`config.mk`:
```
export PLATFORM = sky130hd
export DESIGN_NAME = pbuf_writer
export DESIGN_NICKNAME = d
export VERILOG_FILES = /design/src/source/pbuf_pkg.sv /design/src/source/pbuf_writer.sv
export VERILOG_INCLUDE_DIRS = /design/src /design/src/source
export SDC_FILE = /design/constraint.sdc
export NUM_CORES = 1
export LEC_CHECK = 0
export BUFFER_PORTS_ARGS = -buffer_cell sky130_fd_sc_hd__buf_4
export CELL_PAD_IN_SITES_DETAIL_PLACEMENT = 1
export CELL_PAD_IN_SITES_GLOBAL_PLACEMENT = 1
export CORE_MARGIN = 5
export CORE_UTILIZATION = 40
export CTS_CLUSTER_DIAMETER = 150
export CTS_CLUSTER_SIZE = 40
export DETAILED_ROUTE_END_ITERATION = 8
export PLACE_DENSITY = 0.79
export SLEW_MARGIN = 20
export SYNTH_ARGS = -nofsm -noshare
export SYNTH_HDL_FRONTEND = slang
export SYNTH_SLANG_ARGS = --single-unit
```
`constraint.sdc`:
```
create_clock -name clk -period 3.9 [get_ports clk]
set_input_delay 0.39 -clock clk [delete_from_list [all_inputs] [get_ports clk]]
set_output_delay 0.39 -clock clk [all_outputs]
set_load 0.03 [all_outputs]
```
`src/source/pbuf_params.svh`:
```
/*
 * Size and limit macros shared by the packet buffer writer and its
 * testbench. Include this wherever a buffer width or a frame limit is
 * needed; the package pulls it in for its address types.
 */
`ifndef PBUF_PARAMS_SVH
`define PBUF_PARAMS_SVH

// Packet buffer address width, 11 in hardware and usable down to 8
`define PBUF_AW 11

// Address width inside one Rx MAC bank, the bank bit sits above it
`define MAC_AW 11

// Frames shorter than this are flagged as runts
`define RUNT_LEN 64

// Frames longer than this are flagged as giants
`define GIANT_LEN 1518

`endif
```
`src/source/pbuf_pkg.sv`:
```
/*
 * Types for the receive packet buffer path. Import this in any
 * module that carries buffer words, addresses, lengths or status.
 * The widths come from the params header.
 */
`include "pbuf_params.svh"

package pbuf_pkg;

	// Bit 8 marks start of frame, bits 7:0 carry the byte
	typedef logic [8:0] pbuf_word_t;

	typedef logic [`PBUF_AW-1:0] pbuf_addr_t;

	// Top bit selects the MAC bank
	typedef logic [`MAC_AW:0] mac_addr_t;

	// Frame length in bytes, saturates at 2047
	typedef logic [10:0] pack_len_t;

	// Bit 0 runt, bit 1 giant, bit 2 broadcast, rest zero
	typedef logic [7:0] status_t;

	// Badge word being formed, pass lets data through
	typedef enum logic [2:0] {
		ph_dummy    = 3'd0,
		ph_len_hi   = 3'd1,
		ph_len_lo   = 3'd2,
		ph_status   = 3'd3,
		ph_reserved = 3'd4,
		ph_pass     = 3'd5
	} badge_phase_t;

endpackage

```
`src/source/pbuf_writer.sv`:
```
/*
 * Packet buffer writer. Streams frame data into the circular 9-bit
 * buffer five words past the frame origin, then goes back and fills
 * in the five-word badge once the scanner has the length and status.
 * The same words feed a double-banked Rx MAC memory, and the write
 * pointer is published in Gray code for a reader in another domain.
 */
`timescale 1ns/10ps
`include "pbuf_params.svh"

module pbuf_writer
	import pbuf_pkg::*;
(
	input  logic       clk,
	input  logic       rst_n,
	input  logic       ce,
	input  logic [7:0] data_in,
	input  logic       data_s,
	input  logic       data_f,
	input  pack_len_t  pack_len,
	input  status_t    status_vec,
	input  logic       status_valid,
	input  logic       rx_mac_hbank,
	input  logic       rx_mac_accept,
	output logic       buf_we,
	output pbuf_addr_t buf_addr,
	output pbuf_word_t buf_wdata,
	output logic       mac_we,
	output mac_addr_t  mac_addr,
	output logic [7:0] mac_wdata,
	output logic [1:0] mac_buf_status,
	output pbuf_addr_t gray_state,
	output logic       badge_stb
);

	// Free-running pointer that advances on every ce cycle
	pbuf_addr_t   fp;
	// The first badge word goes to the pointer value captured at frame start
	pbuf_addr_t   origin;
	badge_phase_t phase;
	pbuf_word_t   pxd;
	status_t      status_r;
	logic         data_s_d;
	logic         trig;

	logic [`MAC_AW-1:0] mac_a0;
	logic               hbank_meta;
	logic               hbank_r;
	logic               mac_bank;
	logic               bank_free;
	logic               mac_save;
	logic               mac_stopping;
	logic               mac_queue;

	assign trig = data_s & ~data_s_d;

	// Status is held locally so the badge does not depend on scanner timing
	always_ff @(posedge clk) begin
		if (ce) begin
			if (status_valid) begin
				status_r <= status_vec;
			end
			unique case (phase)
				ph_dummy:    pxd <= 9'h100;
				ph_len_hi:   pxd <= {2'b11, pack_len[6:0]};
				ph_len_lo:   pxd <= {5'b0, pack_len[10:7]};
				ph_status:   pxd <= {1'b0, status_r};
				ph_reserved: pxd <= 9'h000;
				default:     pxd <= {1'b0, data_in};
			endcase
		end
	end

	always_ff @(posedge clk) begin
		if (!rst_n) begin
			fp         <= '0;
			origin     <= '0;
			buf_addr   <= '0;
			phase      <= ph_pass;
			data_s_d   <= 1'b0;
			badge_stb  <= 1'b0;
			gray_state <= '0;
		end else if (ce) begin
			data_s_d <= data_s;
			if (trig) begin
				origin <= fp;
			end
			fp <= fp + 1'b1;
			// Badge starts on frame end and the counter parks in pass
			if (data_f) begin
				phase <= ph_dummy;
			end else if (phase != ph_pass) begin
				phase <= badge_phase_t'(phase + 3'd1);
			end
			// Data and idle filler run five ahead of the pointer
			// while badge words go back to the origin
			if (phase == ph_pass) begin
				buf_addr <= fp + pbuf_addr_t'(5);
			end else begin
				buf_addr <= origin + pbuf_addr_t'(phase);
			end
			badge_stb  <= phase != ph_pass;
			gray_state <= fp ^ (fp >> 1);
		end
	end

	assign buf_we    = ce;
	assign buf_wdata = pxd;

	// A bank is free when the host sits on the other one and holds new data when they match
	assign bank_free      = mac_bank != hbank_r;
	assign mac_buf_status = {hbank_r, mac_bank};

	always_ff @(posedge clk) begin
		if (!rst_n) begin
			hbank_meta   <= 1'b0;
			hbank_r      <= 1'b0;
			mac_bank     <= 1'b0;
			mac_a0       <= '0;
			mac_save     <= 1'b0;
			mac_stopping <= 1'b0;
			mac_queue    <= 1'b0;
		end else if (ce) begin
			hbank_meta <= rx_mac_hbank;
			hbank_r    <= hbank_meta;
			// Data starts at offset 5 and the badge is put back at 0
			if (trig) begin
				mac_a0 <= `MAC_AW'(5);
			end else if (phase == ph_dummy) begin
				mac_a0 <= '0;
			end else begin
				mac_a0 <= mac_a0 + 1'b1;
			end
			mac_stopping <= phase == ph_reserved;
			// A frame is saved only if a bank was free when it started
			if (trig && bank_free) begin
				mac_save <= 1'b1;
			end else if (mac_stopping) begin
				mac_save <= 1'b0;
			end
			// Accept is sampled as the length-high word goes out
			if (mac_stopping) begin
				if (mac_queue) begin
					mac_bank <= ~mac_bank;
				end
				mac_queue <= 1'b0;
			end else if (phase == ph_len_hi && mac_save && rx_mac_accept) begin
				mac_queue <= 1'b1;
			end
		end
	end

	assign mac_we    = ce & mac_save;
	assign mac_addr  = {mac_bank, mac_a0};
	assign mac_wdata = pxd[7:0];

	a_phase_legal: assert property (
		@(posedge clk) disable iff (!rst_n)
		phase inside {ph_dummy, ph_len_hi, ph_len_lo, ph_status, ph_reserved, ph_pass}
	);

	// MAC writes only start into a bank the host has released
	a_mac_start_free: assert property (
		@(posedge clk) disable iff (!rst_n)
		$rose(mac_we) |-> bank_free
	);

endmodule

```
[Yosys cells after proc, flatten, opt, wreduce, memory -nomap -nowiden]
Index checks and enable logic that the tools add are counted.
Word-level totals
  input bits: 35
  logic and storage cells: 56
  flip-flop bits (word level): 83
  output and inout bits: 56
Cells by class
  multiplexer cells: 10
  equal/unequal tests: 7
  $add $sub $neg: 5
  reduce and logical (&&, ||, !) cells: 13
  bitwise logic cells: 5
Operators by type and width (number)
  $pmux W9 S5: 1
  $mux W11: 3
  $add A11 B1 Y11 const B: 2
  $add A11 B3 Y11: 1
  $add A11 B3 Y11 const B: 1
  $xor A11 B10 Y11: 1
  $reduce_and A2 Y1: 5
  $eq A3 B2 Y1 const B: 2
  $eq A3 B3 Y1 const B: 2
  $mux W3: 2
  $reduce_bool A2 Y1: 3
  $mux W1: 4
  $add A3 B1 Y3 const B: 1
  $eq A3 B1 Y1 const B: 1
  $logic_and A1 B1 Y1: 3
  $logic_not A3 Y1: 1
  $ne A3 B3 Y1 const B: 1
  $reduce_and A3 Y1: 1
  $and A1 B1 Y1: 2
  $not A1 Y1: 2
  $ne A1 B1 Y1: 1

[Depth between registers and ports, before layout]
  depth after elaboration: 5
  gate-level depth with buffers: 8
  depth with buffers taken out: 8

[Worst setup path before layout]
OpenSTA, ideal clock, no wires.
  path kind: register to register
  start: register phase[0]
  end: register buf_addr[10]
  clock period less this slack: 1922 ps
  path buffers: 0
  required time: 3804 ps
  arrival time: 1826 ps
  path slack: 1978 ps
  setup time: 96 ps
  cell stages (with the launch flop): 9
  cell sequence: dfxtp_1 -> ha_1 -> inv_1 -> fa_1 -> and2b_1 -> o21ai_0 -> nor2_1 -> nor3_1 -> o41ai_2
Between the ends
  word-level cells in the longest chain between the ends: 2
  elaborated cells between the ends (all ways): 3
  classes of those cells: add/sub: 1; eq/ne: 1; mux: 1
Ends and longest elaborated chain
  start, declared: line pbuf_writer.sv:40  | badge_phase_t phase;
  start signal, assigned: line pbuf_writer.sv:79  | phase <= ph_pass;
  start signal, assigned: line pbuf_writer.sv:91  | phase <= ph_dummy;
  start signal, assigned: line pbuf_writer.sv:93  | phase <= badge_phase_t'(phase + 3'd1);
  $add A11 B3 Y11 or $eq A3 B3 Y1 (tied branches): line pbuf_writer.sv:100, pbuf_writer.sv:97
  $mux W11 *: line pbuf_writer.sv:97  | if (phase == ph_pass) begin
  end signal, assigned: line pbuf_writer.sv:98  | buf_addr <= fp + pbuf_addr_t'(5);
  end signal, assigned: line pbuf_writer.sv:100  | buf_addr <= origin + pbuf_addr_t'(phase);
  end, declared: line pbuf_writer.sv:26  | output pbuf_addr_t buf_addr,
Mark *: on every way between the ends. The rest lies on a longest branch, timed or not.
A chain may end at the register's enable or synchronous reset.

[Worst setup path after layout]
Ends and elaborated chain as after synthesis.

==> out/qor.csv <==
metric,value,unit
Sink Count,82,
H-tree levels,3,
final hold violations,0,
# IOs,91,
final layout net count,551,
Hold WC Path Type,input port to flip-flop,
Synth warnings,0,
met3 Usage GRT,0.0478,
slowest CP cell,dfxtp_1,
CP Class,flip-flop to flip-flop,
number of vias per cell,5.16,
Final Cell Area,4940,sq um
"Top FF cell, synth",dfxtp_1,
hold path startpoint,status_vec[3],
DR iter-0 viols,125,
met2 Usage GRT,0.298,
Tmin final,2.21,ns
DRT Wirelength,10.7,mm
hold slack,0.188,ns
first-pass iteration count of the detailed router,6,
Worst-path clk slew,0.09,ns
fin crit share,0.567,
M1 GR Usage,0.210,
Final Max Slew Viols,0,
worst-path cell chain,ha_1 -> inv_1 -> fa_1 -> and2b_1 -> o21ai_0 -> nor2_1 -> nor3_1 -> o41ai_2,
placed wire-length estimate,7.76,mm
clock latency on the worst-skew pair,0.37,ns
CP top delay family,adder cells,
ys async rst share,0,
overall power,0.00182,W
syn avg cell area,9.58,sq um
Setup crit start,phase[0]$_SDFFE_PN1P_,
Core Rows,37,
n_diodes,0,
share of the synthesized area in the top cell type,0.316,
first-pass GRT wire length,17.6,mm
pwr/cell area,368,nW/um^2
Slew HR,0.335,
Syn Inst Count,429,
Die Area,12400,sq um
fraction of layout cells with a size suffix above 1,0.232,
setup TNS,0,ns
largest cells by area after synthesis,"dfxtp_1 (32%), edfxtp_1 (12%), ha_1 (6.1%)",
Total Routing Usage GR,0.175,
cts repair resizes,0,
Hold Buf Count CTS,0,
max incr delay on CP,0.43,ns
f_max,453,MHz
status,"complete, no violations",
RR Startpoint,phase[0]$_SDFFE_PN1P_,
"EDFF count, synth",17,
largest net degree at the start of global routing,64,
Final ANT Viol Nets,0,
Max IR drop VDD,0.000144,V
Num CTS Buffers,9,
Bufs on Longest Clock Path,2,
Initial Util,0.404,
CTS root buf,clkbuf_8,
CP startpoint kind,flip-flop,
Top Usage Layer GRT,met2,
"critical path fanouts, max",6,
Area Overhead vs Synth,20.2,%
post-route DRC violation count,0,
floorplan core area,10200,sq um
Die W,111,microns
Syn Nets,485,
PortBufs,90,
critical path endpoint category,flip-flop,
# Max-Cap Violations,0,
Synth area leader,dfxtp_1,
DR WL/cell,16.8,microns
vias in the first global route,3488,
Final setup viols,0,
CP arrival,2.47,ns
P_leak,2.04,nW
die span in y,111,microns
post-synthesis register bit count,82,
Worst Path Required,4.16,ns
sequential-to-total area share from yosys stat,0.441,
cell area after synthesis,4110,sq um
Layout fillers,1197,
Final Wtd Congestion,0.775,
CTS tree,yes,
vias post-DR,3284,
GRT overflow,0,
WP buf/inv,1,
Placed Instance Area,4760,sq um
Setup Buffers After CTS,0,
RSZ-0062 raised after global routing,no,
Slew @ Worst Pin,0.996,ns
Post-Route Skew,0.0130,ns
initial antenna violation count,0,
Synth cell types,55,
==> final cells by class <==
| class | instances | area, sq um | share of cell area |
|---|---|---|---|
| clock inverters | 5 | 27.5 | 0.00557 |
| repair buffers | 91 | 683 | 0.138 |
| well taps | 136 | 170 | 0.0344 |
| clock buffers | 11 | 153 | 0.0309 |
| multi-input cells | 300 | 2060 | 0.416 |
| inverters | 11 | 41.3 | 0.00835 |
| flip-flops and latches | 82 | 1810 | 0.367 |
==> layout by cell type (no fill, tap or decap), types with 16 or more instances in the layout <==
master    synthesis  layout
dfxtp_1          65      65
nor2b_1          21      21
xnor2_1          18      18
a21oi_1          16      16
ha_1             20      20
nor2_1           31      31
nand3_1          26      26
buf_4            15      91
edfxtp_1         17      17
nand2_1          37      37
==> state kept, by name, indices dropped and copies added (netlist names), 3 cells and up <==
| name | count |
|---|---|
| fp | 10 |
| phase | 3 |
| buf_addr | 11 |
| gray_state | 11 |
| origin | 11 |
| status_r | 8 |
| mac_a0 | 11 |
| buf_wdata | 9 |
==> power by group <==
group | total [W] | switching [W] | internal, W
sequential | 0.000932 | 0.0000270 | 0.000905
clock | 0.000585 | 0.000321 | 0.000265
combinational | 0.000301 | 0.000185 | 0.000116
==> stage by stage <==
stage               setup WS (ns)   util  instances
global placement             1.74  0.468        620
floorplan                    1.98      -        429
detailed placement           1.64  0.468        620
global route                 1.46  0.485        636
finish                       1.69  0.485        636
CTS                          1.68  0.485        636
==> worst register-to-register path: cells and delay by family (launching register included) <==
family | cells | cell delay (ns)
compound gates | 2 | 0.52
fa+ha+maj | 2 | 0.61
buf+inv | 1 | 0.07
flops | 1 | 0.43
simple gates | 3 | 0.47
==> synth_stat cells, types with 4 or more instances <==
library cell	count
nor2b_1	21
nand4_1	8
xnor2_1	18
a222oi_1	4
nand3_1	26
nand2_1	37
nor2_1	31
mux2i_1	14
o21ai_0	13
inv_1	10
buf_2	9
clkbuf_1	11
a21oi_1	16
o211a_1	6
a22oi_1	4
ha_1	20
o221ai_1	4
and2_1	13
edfxtp_1	17
nor3_1	5
a21boi_0	14
xor2_1	13
buf_4	15
dfxtp_1	65
==> worst paths after layout <==
check | cells past startpoint | slack [ns] | end
worst max register to register | 8 | 1.69 | buf_addr[10]$_SDFFE_PN0P_
worst max-delay path | 8 | 1.69 | buf_addr[10]$_SDFFE_PN0P_
worst min-delay path | 1 | 0.19 | status_r[3]$_DFFE_PP_
worst min register to register | 2 | 0.49 | mac_a0[9]$_SDFFE_PN0P_
==> kinds of logic (layout without fill, tap and decap cells) <==
logic type               Yosys count  after routing  synth area share
AND/OR/NAND/NOR                  155            155             0.191
buffers and inverters             47            118            0.0593
multiplexers                      14             14            0.0341
AO/OA/AOI/OAI                     79             79             0.143
XOR/XNOR                          31             31            0.0660
flip-flops                        82             82             0.441
adder cells (fa/ha/maj)           21             21            0.0657
==> routing by layer <==
metal | wire (microns) | part of all wire
met5 | 0 | 0
met4 | 276 | 0.026
met3 | 442 | 0.041
met2 | 5220 | 0.49
met1 | 4740 | 0.44
Note: power is estimated with default switching activity, not from simulation.
