## config.mk

```make
export PLATFORM = sky130hd
export DESIGN_NAME = rx_scanner
export DESIGN_NICKNAME = d
export VERILOG_FILES = /design/src/source/pbuf_pkg.sv /design/src/source/rx_scanner.sv
export VERILOG_INCLUDE_DIRS = /design/src /design/src/source
export SDC_FILE = /design/constraint.sdc
export NUM_CORES = 1
export LEC_CHECK = 0
export ABC_AREA = 1
export BUFFER_PORTS_ARGS = -buffer_cell sky130_fd_sc_hd__buf_2
export CORE_MARGIN = 5
export CORE_UTILIZATION = 50
export CTS_CLUSTER_DIAMETER = 80
export DETAILED_ROUTE_END_ITERATION = 6
export PLACE_DENSITY = 0.76
export SYNTH_ARGS = -nofsm -noshare
export SYNTH_HDL_FRONTEND = slang
export SYNTH_SLANG_ARGS = --single-unit
```

## constraint.sdc

```tcl
create_clock -name clk -period 1.6 [get_ports clk]
set_input_delay 0.24 -clock clk [delete_from_list [all_inputs] [get_ports clk]]
set_output_delay 0.24 -clock clk [all_outputs]
set_load 0.02 [all_outputs]
```

## src/source/pbuf_params.svh

```systemverilog
/*
 * Size and limit macros shared by the packet buffer writer and its
 * testbench. Include this wherever a buffer width or a frame limit is
 * needed; the package pulls it in for its address types.
 */
`ifndef PBUF_PARAMS_SVH
`define PBUF_PARAMS_SVH

// Packet buffer address width, 11 in hardware and usable down to 8
`define PBUF_AW 11

// Address width inside one Rx MAC bank, the bank bit sits above it
`define MAC_AW 11

// Frames shorter than this are flagged as runts
`define RUNT_LEN 64

// Frames longer than this are flagged as giants
`define GIANT_LEN 1518

`endif
```

## src/source/pbuf_pkg.sv

```systemverilog
/*
 * Types for the receive packet buffer path. Import this in any
 * module that carries buffer words, addresses, lengths or status.
 * The widths come from the params header.
 */
`include "pbuf_params.svh"

package pbuf_pkg;

	// Bit 8 marks start of frame, bits 7:0 carry the byte
	typedef logic [8:0] pbuf_word_t;

	typedef logic [`PBUF_AW-1:0] pbuf_addr_t;

	// Top bit selects the MAC bank
	typedef logic [`MAC_AW:0] mac_addr_t;

	// Frame length in bytes, saturates at 2047
	typedef logic [10:0] pack_len_t;

	// Bit 0 runt, bit 1 giant, bit 2 broadcast, rest zero
	typedef logic [7:0] status_t;

	// Badge word being formed, pass lets data through
	typedef enum logic [2:0] {
		ph_dummy    = 3'd0,
		ph_len_hi   = 3'd1,
		ph_len_lo   = 3'd2,
		ph_status   = 3'd3,
		ph_reserved = 3'd4,
		ph_pass     = 3'd5
	} badge_phase_t;

endpackage

```

## src/source/rx_scanner.sv

```systemverilog
/*
 * Receive byte stream scanner. Delays the stream by one ce cycle for
 * the writer and measures each frame on the way through. When the
 * frame strobe drops it publishes the length and the status byte
 * with a one-cycle frame-end pulse; the results hold until the next
 * frame ends.
 */
`timescale 1ns/10ps
`include "pbuf_params.svh"

module rx_scanner
	import pbuf_pkg::*;
(
	input  logic      clk,
	input  logic      rst_n,
	input  logic      ce,
	input  logic [7:0] rx_data,
	input  logic      rx_frame,
	output logic [7:0] data_in,
	output logic      data_s,
	output logic      data_f,
	output pack_len_t pack_len,
	output status_t   status_vec,
	output logic      status_valid
);

	// Bytes seen so far in the current frame
	pack_len_t cnt;
	// Stays high while every leading byte has been FF
	logic      bcast;
	logic      frame_start;
	logic      frame_end;

	// Edges are found against the delayed strobe
	assign frame_start = rx_frame & ~data_s;
	assign frame_end   = data_s & ~rx_frame;

	// Data path, no reset needed
	always_ff @(posedge clk) begin
		if (ce) begin
			data_in <= rx_data;
		end
	end

	always_ff @(posedge clk) begin
		if (!rst_n) begin
			data_s       <= 1'b0;
			data_f       <= 1'b0;
			status_valid <= 1'b0;
			cnt          <= '0;
			bcast        <= 1'b0;
			pack_len     <= '0;
			status_vec   <= '0;
		end else if (ce) begin
			data_s       <= rx_frame;
			data_f       <= frame_end;
			status_valid <= frame_end;
			if (frame_start) begin
				cnt   <= pack_len_t'(1);
				bcast <= rx_data == 8'hff;
			end else if (rx_frame) begin
				// Count saturates so giants still report something sane
				if (cnt != '1) begin
					cnt <= cnt + 1'b1;
				end
				// Only the destination address decides broadcast
				if (cnt < pack_len_t'(6) && rx_data != 8'hff) begin
					bcast <= 1'b0;
				end
			end
			if (frame_end) begin
				pack_len   <= cnt;
				// A frame too short for a full address is never broadcast
				status_vec <= {5'b0,
					bcast & (cnt >= pack_len_t'(6)),
					cnt > pack_len_t'(`GIANT_LEN),
					cnt < pack_len_t'(`RUNT_LEN)};
			end
		end
	end

	// Frame end is a single ce-cycle pulse, the writer restarts its badge on it
	a_data_f_single: assert property (
		@(posedge clk) disable iff (!rst_n)
		(ce && data_f) |=> !data_f
	);

endmodule

```

# == Yosys cells after proc, flatten, opt, wreduce, memory -nomap -nowiden ==
# Cells that the tools add are included.
# classes
n_eq_ne,3
add_sub_neg,1
bitwise,5
order_cmp,4
muxes,6
n_reduce_logical,7
# ops
op,n
2-to-1 mux 11 bit,3
adder 11 x 1 -> 11 bit (second input constant),1
greater-or-equal comparator 11 x 3 -> 1 bit (second input constant),1
> comparator 11 bit (second input constant),1
< comparator 11 x 3 -> 1 bit (second input constant),1
< comparator 11 x 7 -> 1 bit (second input constant),1
inequality test 11 bit (second input constant),1
== test 8 bit (second input constant),1
inequality test 8 bit (second input constant),1
AND reduction 3 bit,2
nonzero test 2 bit,3
bitwise AND 1 bit,3
2-to-1 mux 1 bit,3
inverter 1 bit,2
AND reduction 2 bit,1
logical AND 1 bit,1
# word_totals
ff_bits,36
inputBits,12
out_inout_bits,30

# == Longest topological paths before layout ==
# Gate-level depths: netlist of the first run.
# logic_depth
depth_word,5
depth_mapped,10

# == Worst setup path before layout of the first run ==
# No wires, ideal clock.
# synth_timing
kind,register -> register
from,register cnt[1]
to,register cnt[10]
n_path_buf,0
synth_period_minus_slack_ns,1.314
setup_ns,0.064
arrival_ns,1.250
setup_slack_ns,0.286
path_stages_with_launch,10
path_cell_list,dfxtp_1 > ha_1 > nand2_1 > nor2_2 > nand2_1 > nor3_2 > nand2_1 > nor2_1 > nor2_1 > nor2_1
# synth_via
elab_chain_cells,4
word_cells_on_any_way,7
# synth_lines
element,line_no,rtl
from (decl),rx_scanner.sv:28,pack_len_t cnt;
from (signal assigned),rx_scanner.sv:59,cnt <= pack_len_t'(1);
from (signal assigned),rx_scanner.sv:64,cnt <= cnt + 1'b1;
adder 11 x 1 -> 11 bit,rx_scanner.sv:64,
2-to-1 mux 11 bit,rx_scanner.sv:63,if (cnt != '1) begin
2-to-1 mux 11 bit,rx_scanner.sv:61,end else if (rx_frame) begin
2-to-1 mux 11 bit,rx_scanner.sv:58,if (frame_start) begin
# Parallel ways exist; a longest one is shown, timed or not. The select of a mux whose other input is x is not followed.
# A chain may end at the register's enable or synchronous reset.

# == Worst setup path in the final report of the first run ==
# layout_timing
from,register cnt[0]
to,register cnt[6]
# Same word-level chain as after synthesis.

==> results of run 1 <==
[per-layer routing]
metal | up-vias | share of wire, % | GRT usage, % | routed length [um]
li1 | 756 | - | - | -
met2 | 42 | 49 | 30.15 | 1900
met5 | - | 0 | 0 | 0
met3 | 12 | 5.9 | 5.511 | 227
met1 | 677 | 43 | 21.66 | 1645
met4 | 0 | 2.4 | 7.940 | 92
[final timing paths]
check	slack (ns)	startpoint	depth (start not counted)	end
max	0.21	cnt[0]	9	cnt[6]
min	0.08	rx_data[1]	1	data_in[1]
max reg2reg	0.21	cnt[0]	9	cnt[6]
min reg2reg	0.47	pack_len[1]	2	pack_len[1]
[power groups by stage]
stage / Combinational [uW] / Clock [uW] / Sequential, uW
global placement: 186 / 0 / 993
CTS: 189 / 640 / 974
finish: 189 / 626 / 972
global route: 207 / 679 / 977
detailed placement: 188 / 0 / 994
floorplan: 94.5 / 0 / 1030
[sequential cells by signal, summed over array words and instances, names as in the netlist]
name	cells
pack_len	11
cnt	11
bcast	1
data_s	1
status_valid	1
status_vec	3
data_in	8
[worst reg2reg max path: cells and delay by family, from the launching register on]
| kind | cells | cell delay, ns |
|---|---|---|
| simple gates | 6 | 0.54 |
| flops | 1 | 0.39 |
| fa+ha+maj | 1 | 0.15 |
| buf+inv | 1 | 0.14 |
| compound gates | 1 | 0.05 |
[cell families after synthesis]
family	after synthesis
other	1
and+or+nand+nor	96
adders and majority gates	2
buffers and inverters	36
DFF	36
AOI/OAI and AO/OA	38
xor gates and xnor gates	1
[what timing repair did]
| action | CTS | global route |
|---|---|---|
| resized for setup | 0 | 10 |
| hold endpoints to repair | 0 | 0 |
| setup endpoints to repair | 0 | 11 |
| setup buffers | 0 | 1 |
[area by class of cell]
type	instances	area (um^2)
clock buffers	6	41.29
clock inverters	2	35.03
fillers	326	1323
inverters	24	97.59
multi-input cells	142	763.2
flip-flops and latches	36	809.5
well taps	46	57.56
repair buffers	40	210.2
[layout by cell type, fill, tap and decap left out, types with 2 or more instances in the layout]
master,netlist,layout
a21oi_1,14,14
a21oi_2,8,8
a31oi_1,2,2
buf_2,1,36
buf_4,7,4
clkbuf_4,0,5
conb_1,1,5
dfxtp_1,28,25
dfxtp_4,0,2
edfxtp_1,8,8
inv_1,16,16
inv_2,6,6
nand2_1,48,46
nand2_2,3,5
nand3_1,6,6
nand4_1,6,6
nor2_1,22,22
nor2_4,2,3
nor3_1,3,3
o21ai_0,4,4
o21ai_1,9,9
[through the flow]
stage / cells / hold WS (ns)
3_5_place_dp: 287 / 0.4340
6_report: 296 / 0.08473
2_1_floorplan: 214 / 0.3389
4_1_cts: 295 / 0.07668
5_1_grt: 296 / 0.06157
3_3_place_gp: 287 / 0.4318
==> reports/qor.csv, run 1 <==
metric;value;unit
outcome;finished clean;
share of post-route cells with drive strength above 1;32.00;%
htree depth;2;
via count;1487;
CTS buffer count;5;
Int Power;1343;uW
fin crit period;1.391;ns
worst-path maximum fanout;5;
Residual DRC;0;
area delta synth->final;17.18;%
final core utilization;60.37;%
instance count of the mapped netlist;210;
clock skew;0.008480;ns
Synth Flop Type;dfxtp_1;
CP top delay family;simple AND/OR/NAND/NOR gates;
io pins;42;
PwrDens;887.1;nW/um^2
Critical Path AT;1.61;ns
f_max;0.7187;GHz
wire per inst;13.06;um
first-pass GRT wire length;6244;um
Worst-path clk slew;0.11;ns
simple-gate share of the synthesized area;26.93;%
Hold WC Path Type;input port to flip-flop;
worst vdd ir;0.5874;mV
1st-pass router iterations;4;
RePlAce Congestion;0.8782;
xor and xnor fraction of the mapped netlist area;0.5095;%
max incr delay on CP;0.39;ns
Pleak;0.0008782;uW
Max Slew Vio Count;0;
sequential share of the synthesized area;46.58;%
mux cell area share after synthesis;0;%
post-DP HPWL;2917;um
post-route setup slack;0.2085;ns
Final TNS setup;0;ns
die area;4711;um^2
Antenna Nets Post-Route;0;
Required @ worst endpoint;1.81;ns
CORE AREA;3337;um^2
Synth Register Bits;36;
switch share;24.86;%
asr flop ratio synth;0;%
CTS tree;done;
CP endpoint kind;flip-flop;
number of enable flip-flop cells after synthesis;8;
pre-CTS WS;0.1477;ns
initial antenna violation count;0;
Synth Area per Inst;8.186;um^2
endpoints failing setup;0;
NetSw;444.2;uW
Max-cap violations;0;
area share of fa/ha/maj cells after synthesis;1.456;%
worst-path cell chain;ha_4, nand2_2, nor2_4, nand2_2, buf_4, nor2_1, nor3_1, nand2_1, a21oi_1;
initial drt markers;113;
fin nets;263;
hold violation count in the final report;0;
synth warn;0;
Worst Setup Start Kind;flip-flop;
Cell Area, Placed;1899;um^2
pin count of the biggest net entering global routing;24;
ratio of final minimum period to clock period;86.97;%
mapped cell area;1719;um^2
main combinational cell family by area after synthesis;simple AND/OR/NAND/NOR gates;
clock power share;35.0;%
vias per cell;5.024;
Clock Sinks;36;
CP most frequent cell;nand2_2;
CTS root buf;clkbuf_4;
row count;21;
Flop pwr share;54.4;%
width of the die;68.64;um
vias in the first global route;1354;
GR Util All Layers;18.22;%
Remaining Overflow, GRT;0;
Synth top area share;32.61;%
Buffers on Ports;36;
Die Ht;68.64;um
Gate power share;10.6;%
Final Cell Area;2014;um^2
post-synthesis compound-gate area fraction;13.10;%
largest cells by area after synthesis;dfxtp_1 33%, edfxtp_1 14%, nand2_1 10%;
Worst Path Buf+Inv;1;
Post-Route WL;3866;um
# diodes;0;
number of distinct library cells after synthesis;32;
worst skew pair latency;0.34;ns
top post-synthesis cells by count;48 x nand2_1, 28 x dfxtp_1, 22 x nor2_1;
initial core utilization;51.52;%
critical path type;flip-flop to flip-flop;
Clock Tree Buf Depth;2;
Total Power;1787;uW
slowest stage cell, crit path;dfxtp_4;
RSZ-0062 raised after global routing;no;
CTS Hold Bufs;0;
top-count cell post-synth;nand2_1;
top cell type by total area after synthesis;dfxtp_1;
No activity file was read; power rests on OpenSTA's default activity.
==> run 2: changes to the inputs <==
--- a/config.mk
+++ b/config.mk
@@ -8,11 +8,13 @@
 export LEC_CHECK = 0
 export ABC_AREA = 1
 export BUFFER_PORTS_ARGS = -buffer_cell sky130_fd_sc_hd__buf_2
+export CELL_PAD_IN_SITES_DETAIL_PLACEMENT = 1
+export CELL_PAD_IN_SITES_GLOBAL_PLACEMENT = 1
 export CORE_MARGIN = 5
-export CORE_UTILIZATION = 50
+export CORE_UTILIZATION = 38
 export CTS_CLUSTER_DIAMETER = 80
 export DETAILED_ROUTE_END_ITERATION = 6
-export PLACE_DENSITY = 0.76
+export PLACE_DENSITY = 0.79
 export SYNTH_ARGS = -nofsm -noshare
 export SYNTH_HDL_FRONTEND = slang
 export SYNTH_SLANG_ARGS = --single-unit
==> run 2 against run 1 <==
Net effect: global-route usage down 1.5 points; sequential share of layout area shrank 0.11 points; largest cell class unchanged; clock skew hardly changed; worst setup slack worse by 0.068 ns; highest routed layer unchanged; register-to-register slack lost 0.07 ns.
==> reports/qor.csv, run 2 (synthesis gave the netlist of run 1 again) <==
metric;value;unit
worst vdd ir;0.2769;mV
Total Power;1776;uW
Buffers on Ports;36;
Cell Area, Placed;1914;um^2
Max Slew Vio Count;0;
vias per cell;5.020;
initial drt markers;69;
ratio of final minimum period to clock period;91.23;%
Remaining Overflow, GRT;0;
Antenna Nets Post-Route;0;
CP most frequent cell;nand2_1;
worst-path maximum fanout;7;
reg-to-reg startpoint;cnt[0];
Residual DRC;0;
max incr delay on CP;0.37;ns
die area;5969;um^2
most common cell after layout, fill and taps aside;nand2_1;
CORE AREA;4384;um^2
vias in the first global route;1602;
Worst-path clk slew;0.07;ns
outcome;finished clean;
CTS tree;done;
endpoints failing setup;0;
first-pass GRT wire length;8024;um
width of the die;77.26;um
initial core utilization;39.21;%
# diodes;0;
hold_sp;rx_data[0];
area delta synth->final;16.59;%
f_max;0.6851;GHz
CTS root buf;clkbuf_8;
clock skew;0.008644;ns
fin nets;263;
Worst Setup Start Kind;flip-flop;
GR Util All Layers;16.74;%
worst hold slack;0.1418;ns
Final TNS setup;0;ns
PwrDens;885.9;nW/um^2
hold violation count in the final report;0;
Finished Layout Cells;302;
Critical path origin;cnt[0];
share of post-route cells with drive strength above 1;30.00;%
CP endpoint kind;flip-flop;
Hold WC Path Type;input port to flip-flop;
htree depth;2;
Critical Path AT;1.61;ns
Required @ worst endpoint;1.75;ns
row count;24;
via count;1516;
critical path type;flip-flop to flip-flop;
CTS buffer count;5;
dpl cells;294;
post-DP HPWL;3591;um
Final Cell Area;2004;um^2
RSZ-0062 raised after global routing;no;
CP top delay family;simple AND/OR/NAND/NOR gates;
Clock Tree Buf Depth;2;
initial antenna violation count;0;
Worst Path Buf+Inv;1;
worst skew pair latency;0.29;ns
Max-cap violations;0;
Post-Route WL;4677;um
RePlAce Congestion;0.8097;
wire per inst;15.49;um
worst-path cell chain;ha_1, nand2_1, nor2_4, nand4_4, nand3_4, inv_4, nand2_1, a21oi_1;
biggest regs;cnt: 11 flops, pack_len: 11 flops, data_in: 8 flops;
io pins;42;
1st-pass router iterations;4;
slowest stage cell, crit path;dfxtp_2;
fin crit period;1.460;ns
Pleak;0.0008763;uW
Die Ht;77.26;um
pin count of the biggest net entering global routing;24;
commonest non-fill, non-tap cells in the layout;48 x nand2_1, 36 x buf_2, 26 x dfxtp_1, 21 x nor2_1, 16 x inv_1;
Clock Sinks;36;
## run 2: changes by cell type in the layout (fill, tap and decap cells not counted), moves of 2 or more
cell | previous run | this run
nand2_1 | 46 | 48
clkbuf_4 | 5 | 0
dfxtp_4 | 2 | 0
clkinv_1 | 0 | 2
clkbuf_8 | 0 | 5
nand2_2 | 5 | 3
## run 2: worst reg2reg max path: stages, from the launching register on
cell and delay, ns:
dfxtp_2 0.37, ha_1 0.21, nand2_1 0.12, nor2_4 0.14
nand4_4 0.14, nand3_4 0.14, inv_4 0.08, nand2_1 0.07
a21oi_1 0.06
## run 2: power breakdown
| part | internal, uW | switching (uW) | leakage, uW |
|---|---|---|---|
| clock | 297 | 309 | 0.0000403 |
| sequential | 961 | 15.0 | 0.000306 |
| combinational | 56.6 | 137 | 0.000530 |
| total | 1310 | 461 | 0.000876 |
## run 2: path summary, 6_finish.rpt
kind / slack, ns / depth (start not counted) / end
hold / removal: 0.14 / 1 / data_in[0]
setup reg to reg: 0.14 / 8 / cnt[1]
hold reg to reg: 0.46 / 2 / pack_len[1]
setup / recovery: 0.14 / 8 / cnt[1]
## run 2: stage by stage
step | setup WS, ns | utilization (%)
finish | 0.1403 | 45.72
floorplan | 0.2857 | -
detailed placement | 0.1104 | 43.66
CTS | 0.04998 | 45.49
global route | 0.01188 | 45.72
global placement | 0.1753 | 43.66
## run 2: area by class of cell
class                   count  area, um^2
fillers                   572        2380
clock inverters             2       7.507
repair buffers             40       210.2
well taps                  52       65.06
flip-flops and latches     36       803.3
multi-input cells         142       748.2
clock buffers               6       72.57
inverters                  24       97.59
## run 2: what timing repair did
item / CTS / global route
resized for setup: 0 / 4
hold buffers: 0 / 0
setup buffers: 0 / 0
endpoints found under the setup margin: 0 / 9
## run 2: per-layer routing
layer	GRT usage [%]	wire, um
met5	0	0
met4	5.670	69
met3	4.098	223
met2	28.45	2405
met1	20.45	1979
